**config.mk**
```make
export PLATFORM = sky130hd
export DESIGN_NAME = decode_unit
export DESIGN_NICKNAME = d
export VERILOG_FILES = /design/src/hdl/rv_pkg.sv /design/src/hdl/decode_unit.sv
export SDC_FILE = /design/constraint.sdc
export NUM_CORES = 1
export LEC_CHECK = 0
export BUFFER_PORTS_ARGS = -buffer_cell sky130_fd_sc_hd__buf_2
export CAP_MARGIN = 20
export CORE_AREA = 3 3 125 127
export CTS_CLUSTER_SIZE = 25
export DETAILED_ROUTE_END_ITERATION = 12
export DIE_AREA = 0 0 128 130
export PLACE_DENSITY = 0.75
export SYNTH_ARGS = -nofsm -noshare
export SYNTH_HDL_FRONTEND = slang
export SYNTH_SLANG_ARGS = --single-unit
```
**constraint.sdc**
```tcl
create_clock -name clk -period 9.9 [get_ports clk]
set_input_delay 0.495 -clock clk [delete_from_list [all_inputs] [get_ports clk]]
set_output_delay 0.495 -clock clk [all_outputs]
set_load 0.05 [all_outputs]
```
**src/hdl/rv_pkg.sv**
```systemverilog
// rv32i core shared types
package rv_pkg;

	// data or address word
	typedef logic [31:0] word_t;

	// architectural register number
	typedef logic [4:0] reg_idx_t;

	// alu operations
	typedef enum logic [3:0] {
		alu_add,
		alu_sub,
		alu_and,
		alu_or,
		alu_xor,
		alu_slt,
		alu_sll,
		alu_srl,
		alu_pass_b
	} alu_op_e;

	// what execute and memory do with an instruction
	typedef enum logic [2:0] {
		kind_alu,
		kind_load,
		kind_store,
		kind_branch,
		kind_jal
	} kind_e;

	// ******************************
	// major opcodes, inst[6:0]
	localparam logic [6:0] op_lui    = 7'b0110111;
	localparam logic [6:0] op_opimm  = 7'b0010011;
	localparam logic [6:0] op_op     = 7'b0110011;
	localparam logic [6:0] op_load   = 7'b0000011;
	localparam logic [6:0] op_store  = 7'b0100011;
	localparam logic [6:0] op_branch = 7'b1100011;
	localparam logic [6:0] op_jal    = 7'b1101111;

endpackage

```
**src/hdl/decode_unit.sv**
```systemverilog
// instruction decode stage
`timescale 1ns/1ps

module decode_unit (
	input  logic             clk,
	input  logic             rst,
	input  logic             if_id_valid,
	output logic             if_id_ready,
	input  rv_pkg::word_t    if_id_pc,
	input  rv_pkg::word_t    if_id_inst,
	output rv_pkg::reg_idx_t rs1,
	output rv_pkg::reg_idx_t rs2,
	input  rv_pkg::word_t    rs1_data,
	input  rv_pkg::word_t    rs2_data,
	input  logic [31:0]      busy,
	input  logic             flush,
	output logic             issue_wen,
	output rv_pkg::reg_idx_t issue_rd,
	output logic             id_ex_valid,
	input  logic             id_ex_ready,
	output rv_pkg::word_t    id_ex_pc,
	output rv_pkg::alu_op_e  id_ex_op,
	output rv_pkg::word_t    id_ex_a,
	output rv_pkg::word_t    id_ex_b,
	output rv_pkg::word_t    id_ex_imm,
	output rv_pkg::reg_idx_t id_ex_rd,
	output logic             id_ex_wen,
	output rv_pkg::kind_e    id_ex_kind
);
	import rv_pkg::*;

	// instruction fields
	logic [6:0] opcode;
	logic [2:0] funct3;
	logic [6:0] funct7;
	reg_idx_t   rd;
	word_t      imm_i;
	word_t      imm_s;
	word_t      imm_b;
	word_t      imm_u;
	word_t      imm_j;

	// decoded controls
	alu_op_e op;
	kind_e   kind;
	word_t   imm;
	logic    wen;
	logic    use_imm;
	logic    use_rs1;
	logic    use_rs2;

	// handshake
	logic stall;
	logic id_ex_free;
	logic fire;

	// ******************************
	// fields and immediates
	assign opcode = if_id_inst[6:0];
	assign rd     = if_id_inst[11:7];
	assign funct3 = if_id_inst[14:12];
	assign rs1    = if_id_inst[19:15];
	assign rs2    = if_id_inst[24:20];
	assign funct7 = if_id_inst[31:25];

	assign imm_i = {{20{if_id_inst[31]}}, if_id_inst[31:20]};
	assign imm_s = {{20{if_id_inst[31]}}, if_id_inst[31:25], if_id_inst[11:7]};
	assign imm_b = {{19{if_id_inst[31]}}, if_id_inst[31], if_id_inst[7],
		if_id_inst[30:25], if_id_inst[11:8], 1'b0};
	assign imm_u = {if_id_inst[31:12], 12'b0};
	assign imm_j = {{11{if_id_inst[31]}}, if_id_inst[31], if_id_inst[19:12],
		if_id_inst[20], if_id_inst[30:21], 1'b0};

	// ******************************
	// control decode
	// defaults form a no-op that still retires
	always_comb begin
		op      = alu_add;
		kind    = kind_alu;
		imm     = '0;
		wen     = 1'b0;
		use_imm = 1'b0;
		use_rs1 = 1'b0;
		use_rs2 = 1'b0;
		case (opcode)
			op_lui: begin
				op      = alu_pass_b;
				imm     = imm_u;
				use_imm = 1'b1;
				wen     = 1'b1;
			end
			op_opimm: begin
				imm     = imm_i;
				use_imm = 1'b1;
				use_rs1 = 1'b1;
				wen     = 1'b1;
				case (funct3)
					3'b000: op = alu_add;
					3'b010: op = alu_slt;
					3'b100: op = alu_xor;
					3'b110: op = alu_or;
					3'b111: op = alu_and;
					// sltiu and shift immediates unsupported
					default: wen = 1'b0;
				endcase
			end
			op_op: begin
				use_rs1 = 1'b1;
				use_rs2 = 1'b1;
				wen     = 1'b1;
				case (funct3)
					3'b000: op = funct7[5] ? alu_sub : alu_add;
					3'b001: op = alu_sll;
					3'b010: op = alu_slt;
					3'b100: op = alu_xor;
					3'b101: begin
						op  = alu_srl;
						// sra unsupported
						wen = !funct7[5];
					end
					3'b110: op = alu_or;
					3'b111: op = alu_and;
					default: wen = 1'b0;
				endcase
			end
			op_load: begin
				// word loads only
				if (funct3 == 3'b010) begin
					kind    = kind_load;
					imm     = imm_i;
					use_rs1 = 1'b1;
					wen     = 1'b1;
				end
			end
			op_store: begin
				if (funct3 == 3'b010) begin
					kind    = kind_store;
					imm     = imm_s;
					use_rs1 = 1'b1;
					use_rs2 = 1'b1;
				end
			end
			op_branch: begin
				// sub marks beq, xor marks bne
				if (funct3 == 3'b000 || funct3 == 3'b001) begin
					kind    = kind_branch;
					op      = funct3[0] ? alu_xor : alu_sub;
					imm     = imm_b;
					use_rs1 = 1'b1;
					use_rs2 = 1'b1;
				end
			end
			op_jal: begin
				kind = kind_jal;
				imm  = imm_j;
				wen  = 1'b1;
			end
			default: ;
		endcase
	end

	// ******************************
	// hazard and handshake
	// also hold on a busy destination, keeps write order
	assign stall = (use_rs1 && busy[rs1]) || (use_rs2 && busy[rs2]) ||
		(wen && busy[rd]);
	assign id_ex_free  = !id_ex_valid || id_ex_ready;
	assign if_id_ready = id_ex_free && !stall;
	assign fire        = if_id_valid && if_id_ready && !flush;

	// mark destination pending as it leaves
	assign issue_wen = fire && wen && (rd != '0);
	assign issue_rd  = rd;

	// ID/EX register
	always_ff @(posedge clk) begin
		if (rst) begin
			id_ex_valid <= 1'b0;
		end else if (id_ex_free) begin
			id_ex_valid <= fire;
		end
	end

	always_ff @(posedge clk) begin
		if (fire) begin
			id_ex_pc   <= if_id_pc;
			id_ex_op   <= op;
			id_ex_a    <= rs1_data;
			id_ex_b    <= use_imm ? imm : rs2_data;
			id_ex_imm  <= imm;
			id_ex_rd   <= rd;
			id_ex_wen  <= wen;
			id_ex_kind <= kind;
		end
	end

endmodule

```
== Word-level counts from Yosys, hierarchy flattened ==
Index checks and enable logic that the tools add are counted.
W data, S select, Z words.

* Logic and storage cells: 78
* Flip-flop bits (word level): 142

* Reductions and logical operators: 24
* Multiplexer cells: 29
* Eq/ne operators: 13
* Order comparisons: 3

{| class="wikitable"
|+ Operators with widths
! operator !! count
|-
| $pmux W32 S6 || 1
|-
| $mux W32 || 4
|-
| $pmux W3 S4 || 2
|-
| $eq A7 B6 Y1 const B || 3
|-
| $pmux W3 S7 || 1
|-
| $lt A5 B6 Y1 const B || 3
|-
| $pmux W4 S4 || 1
|-
| $bmux W1 S5 || 3
|-
| $eq A7 B7 Y1 const B || 2
|-
| $eq A3 B3 Y1 const B || 4
|-
| $mux W1 || 9
|-
| $logic_and A1 B1 Y1 || 8
|-
| $reduce_or A2 Y1 || 4
|-
| $eq A7 B2 Y1 const B || 1
|-
| $eq A7 B5 Y1 const B || 1
|-
| $mux W3 || 2
|-
| $pmux W1 S3 || 2
|-
| $reduce_or A6 Y1 || 1
|-
| $reduce_bool A5 Y1 || 1
|-
| $reduce_or A5 Y1 || 1
|-
| $logic_not A1 Y1 || 4
|-
| $logic_or A1 B1 Y1 || 4
|-
| $mux W2 || 2
|-
| $pmux W1 S4 || 1
|-
| other kinds (4) || 4
|}

== Longest topological paths before layout ==
Gate-level depths: netlist (run 1).

* Depth after elaboration: 13
* Gate-level depth with buffers: 9
* Gate-level depth less buffers: 8

== Least setup slack after synthesis (run 1) ==
Ideal clock, no wire load.

* Path type: input to register
* From: input port if_id_inst[20]
* To: register id_ex_a[0] (enable)
* Path slack: 1.227 ns
* Setup time: 0.643 ns
* Arrival time: 8.031 ns
* Required time: 9.257 ns
* Stages on the path: 8
* Path buffers: 1
* Cells stage by stage: buf_4 > mux4_2 > mux4_2 > mux2i_1 > nor3_1 > a31o_1 > o21bai_4 > nor2_1

* Cells in the longest elaborated chain, start to end: 9

{| class="wikitable"
|+ RTL lines
! what !! line !! text
|-
| start: declaration || decode_unit.sv:10 || <nowiki>input rv_pkg::word_t if_id_inst,</nowiki>
|-
| $bmux W1 S5 || decode_unit.sv:165 || <nowiki>assign stall = (use_rs1 && busy[rs1]) || (use_rs2 && busy[rs2]) ||</nowiki>
|-
| $mux W1 (not written as such) || decode_unit.sv:165 ||
|-
| $logic_and A1 B1 Y1 || decode_unit.sv:165 ||
|-
| $logic_or A1 B1 Y1 (2 in a row) || decode_unit.sv:165 ||
|-
| $logic_not A1 Y1 || decode_unit.sv:168 || <nowiki>assign if_id_ready = id_ex_free && !stall;</nowiki>
|-
| $logic_and A1 B1 Y1 || decode_unit.sv:168 ||
|-
| $logic_and A1 B1 Y1 (2 in a row) || decode_unit.sv:169 || <nowiki>assign fire = if_id_valid && if_id_ready && !flush;</nowiki>
|-
| via fire || decode_unit.sv:55 || <nowiki>logic fire;</nowiki>
|-
| end signal: assignment || decode_unit.sv:188 || <nowiki>id_ex_a <= rs1_data;</nowiki>
|-
| end: declaration || decode_unit.sv:23 || <nowiki>output rv_pkg::word_t id_ex_a,</nowiki>
|}

The timed path passes the listed nets, and every way through them passes these cells. The select of a mux whose other input is x is not followed.
A chain may end at the register's enable or synchronous reset.

== Worst setup path after layout (run 1) ==
* From: input port if_id_inst[20]
* To: register id_ex_imm[27] (enable)

* Cells in the longest elaborated chain, start to end: 9

{| class="wikitable"
|+ RTL lines
! what !! line !! text
|-
| $bmux W1 S5 || decode_unit.sv:165 ||
|-
| $mux W1 (not written as such) || decode_unit.sv:165 ||
|-
| $logic_and A1 B1 Y1 || decode_unit.sv:165 ||
|-
| $logic_or A1 B1 Y1 (2 in a row) || decode_unit.sv:165 ||
|-
| $logic_not A1 Y1 || decode_unit.sv:168 ||
|-
| $logic_and A1 B1 Y1 || decode_unit.sv:168 ||
|-
| $logic_and A1 B1 Y1 (2 in a row) || decode_unit.sv:169 ||
|-
| via fire || decode_unit.sv:55 ||
|-
| end signal: assignment || decode_unit.sv:190 || <nowiki>id_ex_imm <= imm;</nowiki>
|-
| end: declaration || decode_unit.sv:25 || <nowiki>output rv_pkg::word_t id_ex_imm,</nowiki>
|}

The timed path passes the listed nets, and every way through them passes these cells. The select of a mux whose other input is x is not followed.

==> results.ini, run 1 <==
[clock_network]
root_buffer=clkbuf_16
ctsHoldBuffers=0
cts_made_buffers=17
clk_latency_ns=0.41
ctsResizeCount=0
cts_max_level=4
clockBufferDepth=2
cts_sinks=142
cts_tree=done
clk_pin_slew_ns=0.06
post_cts_buffers=0

[detailed_routing]
ant_nets=0
wl_per_cell_um=22.8
vias_per_cell=5.54
routed_wl_mm=20.7
vias=5045
drc_errors=0
first_iter_violations=574
detail_route.first_pass.iterations=5

[floorplan]
rows=44
die_x_um=128
io_pins=324
dieArea_um2=16600
die_h_um=130
coreArea_um2=14500
start_util_pct=43.0

[hold_path]
hp-start=if_id_pc[31]
min_path_cells=1
hold_class=input port to flip-flop
min_to=id_ex_pc[31]$_DFFE_PP_

[sta]
fin_crit_sh_pct=44.4
slew_headroom_pct=36.8
post-route-min-period_ns=4.39
worst_pin_slew_ns=0.939
finClkSkew_ns=0.00865
finalSetupTns_ns=0
fmax_ghz=0.228
drv_slew=0
rsz0062_at_grt=no
setup_viol=0
fin_ws_ns=5.51
final_hold_viol_count=0

[global_routing]
grt_antenna_before_repair=7
grt_pass1_vias=5010
track_usage_pct=23.8
grt_max_degree=76
grt_pass1_wl_mm=29.3
grt.overflow.total=0

[final_layout]
stdcell_area_um2=8550
syn_to_final_growth_pct=36.6
drive_gt1_share_pct=55.7
finish.utilization_pct=58.8
fill_cells=1144
final_cells=910
finalNetCount=872

[logic_synthesis]
yosysTopAreaCell=edfxtp_1
synthDistinctLibCells=46
synth_edf_count=141
synth_area_leaders=edfxtp_1 (68%), mux4_2 (7.9%), a221o_1 (3.2%), nand2_1 (2.3%), buf_4 (1.9%)
syn_nets=563
synth-seq-cells=142
yosys_most_used_dff=edfxtp_1
postSynthAreaPerCell_um2=15.7
yosysWarnings=0
yosys.area.top_type_share_pct=67.7
synth.yosys.seq_area_share_pct=68.0
synth_area_um2=6260
synth_cells=398
async_flop_share_pct=0

[worst_setup_path]
start_kind=input port
rr_worst_depth=6
worstPathRequired_ns=9.93
endpoint_kind=flip-flop
r2r_slack_ns=6.70
path_buf_inv=3
slowest_stage=buf_4
worstPathCellList=buf_2 > mux4_2 > mux4_2 > mux2i_1 > nor3_1 > a31o_1 > o21bai_4 > nor2_4 > buf_4 > buf_4
cp_max_fo=75
critical_path.top_delay_family=buffers and inverters
worst-setup-path-type=input port to flip-flop
r2r-start=id_ex_valid$_SDFFE_PP0P_
critPathArrivalTime_ns=4.42
timing.rr.end=id_ex_imm[27]$_DFFE_PP_
slowest_delay_ns=0.82

[flow_run]
maxCapViolCount=0

[place]
gp_congestion=0.939
dp_slack_ns=5.09
port_buffers=323
place_area_um2=7960
dp_cells=872
hpwlAfterDp_mm=15.9

[pwr]
combPwrFrac_pct=16.5
p_int_w=0.00112
p_leak_nw=3.64
power_density_nw_per_um2=185
p_sw_w=0.000459
swShare_pct=29.0
clkPwrFrac_pct=39.0
ir_drop_v=0.000121
pwr-share-seq_pct=44.5

[outcome]
status=complete, no violations

worst max-delay path by stage:
stage	startpoint	to	slack, ns	depth (start not counted)
4_1_cts	if_id_inst[20]	id_ex_imm[9]$_DFFE_PP_	5.49	10
2_1_floorplan	if_id_inst[20]	id_ex_a[0]$_DFFE_PP_	1.23	8
5_1_grt	if_id_inst[20]	id_ex_imm[27]$_DFFE_PP_	5.19	10
3_5_place_dp	if_id_inst[20]	id_ex_pc[17]$_DFFE_PP_	5.09	10
6_report	if_id_inst[20]	id_ex_imm[27]$_DFFE_PP_	5.51	10
3_3_place_gp	if_id_inst[20]	id_ex_pc[17]$_DFFE_PP_	5.19	10
layer usage:
| layer | share of wire, % | track usage, % |
|---|---|---|
| met3 | 9.8 | 7.12 |
| met5 | 0.096 | 0 |
| met1 | 36 | 28.8 |
| met2 | 51 | 40.6 |
| met4 | 2.4 | 8.86 |
cells in the final DEF, fill, tap and decap left out, types with 6 or more instances in the layout:
master	instances
a21o_1	9
inv_6	6
a221o_1	20
buf_2	323
mux2_2	9
clkbuf_16	17
a21oi_1	8
mux4_2	22
nand2_1	39
edfxtp_1	141
nor2_1	12
mux2i_1	11
and2_1	7
o21ai_0	7
inv_1	8
diode_2	6
a22o_1	7
nor2b_1	6
final cells by class:
cell class                      count  area [um2]  area share [%]
Sequential cell                   142        4250            49.8
Timing Repair Buffer              327        1650            19.4
Multi-Input combinational cell    211        1790            20.9
Tap cell                          184         230            2.69
Clock inverter                     15         150            1.76
Inverter                            8        30.0           0.351
Antenna cell                        6        15.0           0.176
Clock buffer                       17         425            4.98
logic make-up after synthesis:
| logic type | count (synthesis) | share of synthesized area [%] |
|---|---|---|
| simple gates | 94 | 7.42 |
| buf+inv | 45 | 3.68 |
| mux | 42 | 11.3 |
| compound gates | 75 | 9.60 |
| flops | 142 | 68.0 |
registers in the layout, indices dropped and copies added (netlist names):
| signal | flops |
|---|---|
| id_ex_a | 32 |
| id_ex_imm | 32 |
| id_ex_wen | 1 |
| id_ex_rd | 5 |
| id_ex_op | 4 |
| id_ex_valid | 1 |
| id_ex_b | 32 |
| id_ex_kind | 3 |
| id_ex_pc | 32 |
cell usage after synthesis, types with 3 or more instances:
master / n
a21o_1: 9
a21oi_1: 8
a221o_1: 20
a221oi_1: 4
a22o_1: 7
and2_1: 7
buf_1: 4
buf_4: 16
clkbuf_1: 16
edfxtp_1: 141
inv_1: 8
mux2_2: 9
mux2i_1: 11
mux4_2: 22
nand2_1: 39
nand2b_1: 4
nand3_1: 3
nor2_1: 14
nor2b_1: 6
nor3_1: 5
o21ai_0: 7
o22ai_1: 5
or2_2: 4
metrics by stage:
step	hold WS (ns)	power, W
detailed placement	0.531	0.000979
global route	0.234	0.00164
floorplan	0.594	0.000898
CTS	0.239	0.00159
finish	0.257	0.00158
global placement	0.550	0.000974
power groups by stage:
| stage | sequential, W | clock [W] | combinational, W |
|---|---|---|---|
| floorplan | 0.000823 | 0 | 0.0000756 |
| global placement | 0.000716 | 0 | 0.000257 |
| detailed placement | 0.000718 | 0 | 0.000261 |
| CTS | 0.000705 | 0.000625 | 0.000262 |
| global route | 0.000707 | 0.000657 | 0.000274 |
| finish | 0.000705 | 0.000617 | 0.000261 |
No activity file was read; power rests on OpenSTA's default activity.
==> run 2, diff against run 1 <==
- ABC_AREA: default -> 1
- CORE_AREA: 3 3 125 127 -> default
- CORE_MARGIN: default -> 3
- CORE_UTILIZATION: default -> 46
- DIE_AREA: 0 0 128 130 -> default
- PLACE_DENSITY: 0.75 -> 0.79
- clock period: 9.9 -> 4.32 ns (I/O delays scaled with it)
==> run 2 against run 1 <==
- area after synthesis up 4.4%
- worst setup slack worse by 3.9 ns
- clock skew up 0.0025 ns
- routed wire length up 24%
- via count up 28%
- power up 150%
- highest routed layer is now met4
==> results.ini, run 2 <==
[pwr]
power_density_nw_per_um2=411
p_leak_nw=4.35
ir_drop_v=0.000293

[worst_setup_path]
start_kind=input port
critical_path.top_delay_family=simple AND/OR/NAND/NOR gates
worstPathRequired_ns=4.38
cp_max_fo=134
cpMostUsedCell=nand2_1
worst-setup-path-type=input port to flip-flop
slowest_delay_ns=0.61
critPathArrivalTime_ns=2.73
path_buf_inv=5
slowest_stage=nand4_1
worstPathCellList=buf_2 > inv_1 > nor2_1 > nand4_1 > nand2_1 > nor2_1 > nand2_1 > nand3_1 > nand2_1 > inv_1 > nand3_2 > clkinvlp_4 > buf_12
endpoint_kind=flip-flop

[logic_synthesis]
synth-xor-area-share_pct=0
yosysTopAreaCell=edfxtp_1
synthAdderAreaFrac_pct=0
async_flop_share_pct=0
synthDistinctLibCells=34
synth_top_family_by_area=simple AND/OR/NAND/NOR gates
yosys.area.top_type_share_pct=64.9
yosysWarnings=0
yosys_most_used_dff=edfxtp_1
yosys.cell_count.top_type=nand2_1
synth_edf_count=141
synthMuxAreaShare_pct=0
synth_cells=620
syn_nets=785
synthTopCellsByCount=nand2_1 (165), edfxtp_1 (141), nand3_1 (94), nor2_1 (48), inv_1 (47)
yosys.area_share.simple_pct=23.6
synth-seq-cells=142
postSynthAreaPerCell_um2=10.5
synth_area_leaders=edfxtp_1 (65%), nand2_1 (9.5%), nand3_1 (7.2%), nor2_1 (2.8%), inv_1 (2.7%)
synth_area_um2=6530
synth.yosys.seq_area_share_pct=65.2
synth_compound_area_share_pct=4.54

[global_routing]
grt.overflow.total=0
top_usage_layer=met2
use_met2_pct=57.5
grt_max_degree=135
grt_util_met3_pct=8.02
use_met1_pct=34.7
grt_pass1_wl_mm=37.5
track_usage_pct=31.3
grt_antenna_before_repair=4
grt_pass1_vias=6424

[floorplan]
start_util_pct=48.2
io_pins=324
die_h_um=125
rows=42
dieArea_um2=15700
coreArea_um2=13600
die_x_um=125

[sta]
worst_pin_slew_ns=0.837
fin_crit_sh_pct=61.9
finalSetupTns_ns=0
finClkSkew_ns=0.0112
final_hold_viol_count=0
post-route-min-period_ns=2.67
rsz0062_at_grt=no
slew_headroom_pct=44.1
fmax_ghz=0.374
setup_viol=0
drv_slew=0

[clock_network]
cts_made_buffers=17
clk_pin_slew_ns=0.06
clk_latency_ns=0.42
cts_tree=done
cts_sinks=142
root_buffer=clkbuf_16
clockBufferDepth=2
post_cts_buffers=0
cts_max_level=4

[detailed_routing]
vias=6439
routed_wl_mm=25.6
ant_nets=0
detail_route.first_pass.iterations=5
vias_per_cell=5.42
drc_errors=0
wl_per_cell_um=21.6
first_iter_violations=647

[place]
dp_cells=1084
gp_congestion=1.03
hpwlAfterDp_mm=16.8
port_buffers=323

[final_layout]
final_cells=1187
finalNetCount=1157
fill_cells=1007
drive_gt1_share_pct=39.5
multi_input_area_um2=1840
regArea_um2=4250
layout_commonest_cell=buf_2
final_cell_mix=buf_2 (323), nand2_1 (165), edfxtp_1 (141)
syn_to_final_growth_pct=44.9

[flow_run]
maxCapViolCount=0

[outcome]
status=complete, no violations

[hold_path]
hold_class=input port to flip-flop

## run 2: cell count changes in the layout (fill, tap and decap cells not counted), sizes merged, moves of 20 or more
cell / change
nand2: +140
nand3: +94
dlygate4sd3: +65
inv: +41
nor2: +39
o21ai: +30
mux4: -22
a221o: -20
## run 2: power by group
group	leakage [nW]	internal (W)	switching, W
Clock	0.304	0.000977	0.000614
Combinational	2.76	0.000187	0.000492
Sequential	1.29	0.00160	0.0000248
Total	4.35	0.00276	0.00113
## run 2: timing repair
| action | CTS | global route |
|---|---|---|
| resized for setup | 0 | 0 |
| hold buffers | 63 | 2 |
| hold endpoints to repair | 63 | 2 |
## run 2: cells by family (layout without fill, tap and decap cells)
kind of cell | Yosys count | after routing
simple gates | 339 | 339
compound gates | 47 | 47
other cells | 0 | 6
flops | 142 | 142
buf+inv | 92 | 477
## run 2: stage by stage
stage | hold slack [ns] | power (W) | instance area [um2] | worst slack (ns) | utilization, %
after floorplan | 0.278 | 0.00206 | 6530 | 0.579 | -
after global placement | 0.392 | 0.00224 | 8160 | 1.45 | 60.2
after detailed placement | 0.394 | 0.00226 | 8160 | 1.37 | 60.2
after CTS | 0.000162 | 0.00384 | 9430 | 1.78 | 69.5
after global routing | 0.0439 | 0.00399 | 9460 | 1.38 | 69.8
final | 0.0416 | 0.00389 | 9460 | 1.65 | 69.8
## run 2: area by class of cell
class / count / area share, %
Antenna cell: 6 / 0.159
Clock buffer: 17 / 4.50
Clock inverter: 15 / 2.20
Inverter: 56 / 2.26
Multi-Input combinational cell: 386 / 19.4
Sequential cell: 142 / 45.0
Tap cell: 176 / 2.33
Timing Repair Buffer: 389 / 24.2
## run 2: path summary, 6_finish.rpt
check | depth (start not counted) | end | slack, ns | startpoint
worst max-delay path | 13 | id_ex_pc[3]$_DFFE_PP_ | 1.65 | if_id_inst[4]
worst min-delay path | 1 | id_ex_rd[4]$_DFFE_PP_ | 0.04 | if_id_inst[11]
worst max register to register | 6 | id_ex_imm[16]$_DFFE_PP_ | 2.27 | id_ex_valid$_SDFFE_PP0P_
worst min register to register | 4 | id_ex_valid$_SDFFE_PP0P_ | 0.58 | id_ex_valid$_SDFFE_PP0P_
## run 2: layer usage
layer / up-vias / share of wire, %
met2: 489 / 53
met3: 79 / 10
met5: - / 0
met4: 0 / 3.7
li1: 2851 / -
met1: 3020 / 34
==> run 3, diff against run 2 <==
- clock period: 4.32 -> 2.55 ns (I/O delays scaled with it)
==> run 3 against run 2 <==
- worst setup slack lost 1.3 ns
- global-route usage shrank 1.4 points
- clock power grew 60%
- critical path depth is the same
- cell area grew 2.8%
==> results.ini, run 3 (synthesis gave the netlist of run 2 again) <==
[sta]
final_hold_viol_count=0
fin_crit_sh_pct=85.5
drv_slew=0
fin_ws_ns=0.369
setup_viol=0
rsz0062_at_grt=no
slew_headroom_pct=67.5
finClkSkew_ns=0.00942
post-route-min-period_ns=2.18
worst_pin_slew_ns=0.488
fmax_ghz=0.459

[flow_run]
maxCapViolCount=0

[place]
port_buffers=323
dp_slack_ns=0.146
gp_congestion=0.944
hpwlAfterDp_mm=15.9

[pwr]
ir_drop_v=0.000375
power_density_nw_per_um2=664
p_leak_nw=4.48

[global_routing]
grt_antenna_before_repair=6
grt_pass1_vias=6342
track_usage_pct=29.9
grt.overflow.total=0
grt_max_degree=92
grt_pass1_wl_mm=35.8

[floorplan]
coreArea_um2=13600
start_util_pct=48.2
rows=42
die_h_um=125
io_pins=324
die_x_um=125
dieArea_um2=15700

[final_layout]
layout_commonest_cell=buf_2
finish.utilization_pct=71.7
finalNetCount=1184
regArea_um2=4250
syn_to_final_growth_pct=49.0
multi_input_area_um2=1870
fill_cells=976
drive_gt1_share_pct=39.6
final_cell_mix=buf_2 (323), nand2_1 (162), edfxtp_1 (141)

[detailed_routing]
vias=6403
wl_per_cell_um=20.1
routed_wl_mm=24.4
detail_route.first_pass.iterations=5
ant_nets=0
drc_errors=0
vias_per_cell=5.28
first_iter_violations=562

[clock_network]
clockBufferDepth=2
clk_pin_slew_ns=0.06
cts_tree=done
cts_made_buffers=17
root_buffer=clkbuf_16
clk_latency_ns=0.41
cts_max_level=4
cts_sinks=142
post_cts_buffers=0

[outcome]
status=complete, no violations

[worst_setup_path]
critPathArrivalTime_ns=2.05
worst-setup-path-type=input port to output port
endpoint_kind=output port
start_kind=input port
slowest_delay_ns=0.52
worstPathRequired_ns=2.42
slowest_stage=dlygate4sd3_1
cp_max_fo=7
worstPathCellList=dlygate4sd3_1 > buf_2 > inv_1 > nand3_1 > nand3_1 > nand2_1 > nand2_1 > nand3_1 > nand2_1 > inv_1 > nand3_2 > nor2_1 > buf_2

[hold_path]
hold_class=input port to flip-flop

## run 3: changes by cell type in the layout (fill, tap and decap cells not counted), moves of 2 or more
cell,before,now
buf_4,0,4
nor2_4,1,3
clkinv_2,1,5
nand2_2,12,14
inv_4,0,2
inv_2,6,4
nor2_1,48,46
clkinv_1,4,2
nand2_1,165,162
dlygate4sd3_1,65,87
## run 3: layer usage
| metal | up-vias | wire (um) | global-route usage (%) |
|---|---|---|---|
| met3 | 52 | 2200 | 8.83 |
| met1 | 3006 | 8600 | 33.4 |
| met5 | - | 0 | 0 |
| met4 | 0 | 846 | 11.7 |
| li1 | 2911 | - | - |
| met2 | 434 | 12800 | 53.7 |
## run 3: area by class of cell
type | instances | area share [%]
diodes | 6 | 0.154
repair buffers | 416 | 26.3
inverters | 56 | 2.28
clock inverters | 13 | 1.65
flip-flops and latches | 142 | 43.7
clock buffers | 18 | 4.41
well taps | 176 | 2.26
multi-input cells | 386 | 19.2
## run 3: worst paths after layout
check | slack, ns | startpoint | depth (start not counted) | to
max | 0.37 | if_id_inst[9] | 13 | issue_wen
min reg2reg | 1.14 | id_ex_valid$_SDFFE_PP0P_ | 5 | id_ex_valid$_SDFFE_PP0P_
max reg2reg | 0.83 | id_ex_valid$_SDFFE_PP0P_ | 6 | id_ex_imm[12]$_DFFE_PP_
min | 0.01 | rs2_data[24] | 3 | id_ex_b[24]$_DFFE_PP_
## run 3: power by group
| part | switching, W | internal [W] | total, W |
|---|---|---|---|
| registers | 0.0000422 | 0.00270 | 0.00275 |
| logic | 0.000830 | 0.000346 | 0.00118 |
| clock network | 0.000999 | 0.00154 | 0.00254 |
| total | 0.00187 | 0.00459 | 0.00646 |
## run 3: what timing repair did
item / 4_1_cts / 5_1_grt
gates resized for setup: 0 / 0
hold endpoints to repair: 86 / 0
hold buffers: 87 / 0
## run 3: stage by stage
| step | hold slack, ns | instance area, um2 | std cells | setup TNS, ns | total power, W |
|---|---|---|---|---|---|
| after floorplan | 0.190 | 6610 | 620 | -137.12 | 0.00350 |
| after global placement | 0.304 | 8250 | 1089 | 0 | 0.00381 |
| after detailed placement | 0.305 | 8250 | 1089 | 0 | 0.00382 |
| after CTS | 0.000482 | 9710 | 1207 | 0 | 0.00641 |
| after global routing | 0.00607 | 9730 | 1213 | 0 | 0.00667 |
| final | 0.0144 | 9730 | 1213 | 0 | 0.00646 |
## run 3: critical path, delay by kind of cell
kind                   cells  cell delay [ns]
buffers and inverters      5             1.20
AND/OR/NAND/NOR            8             0.73
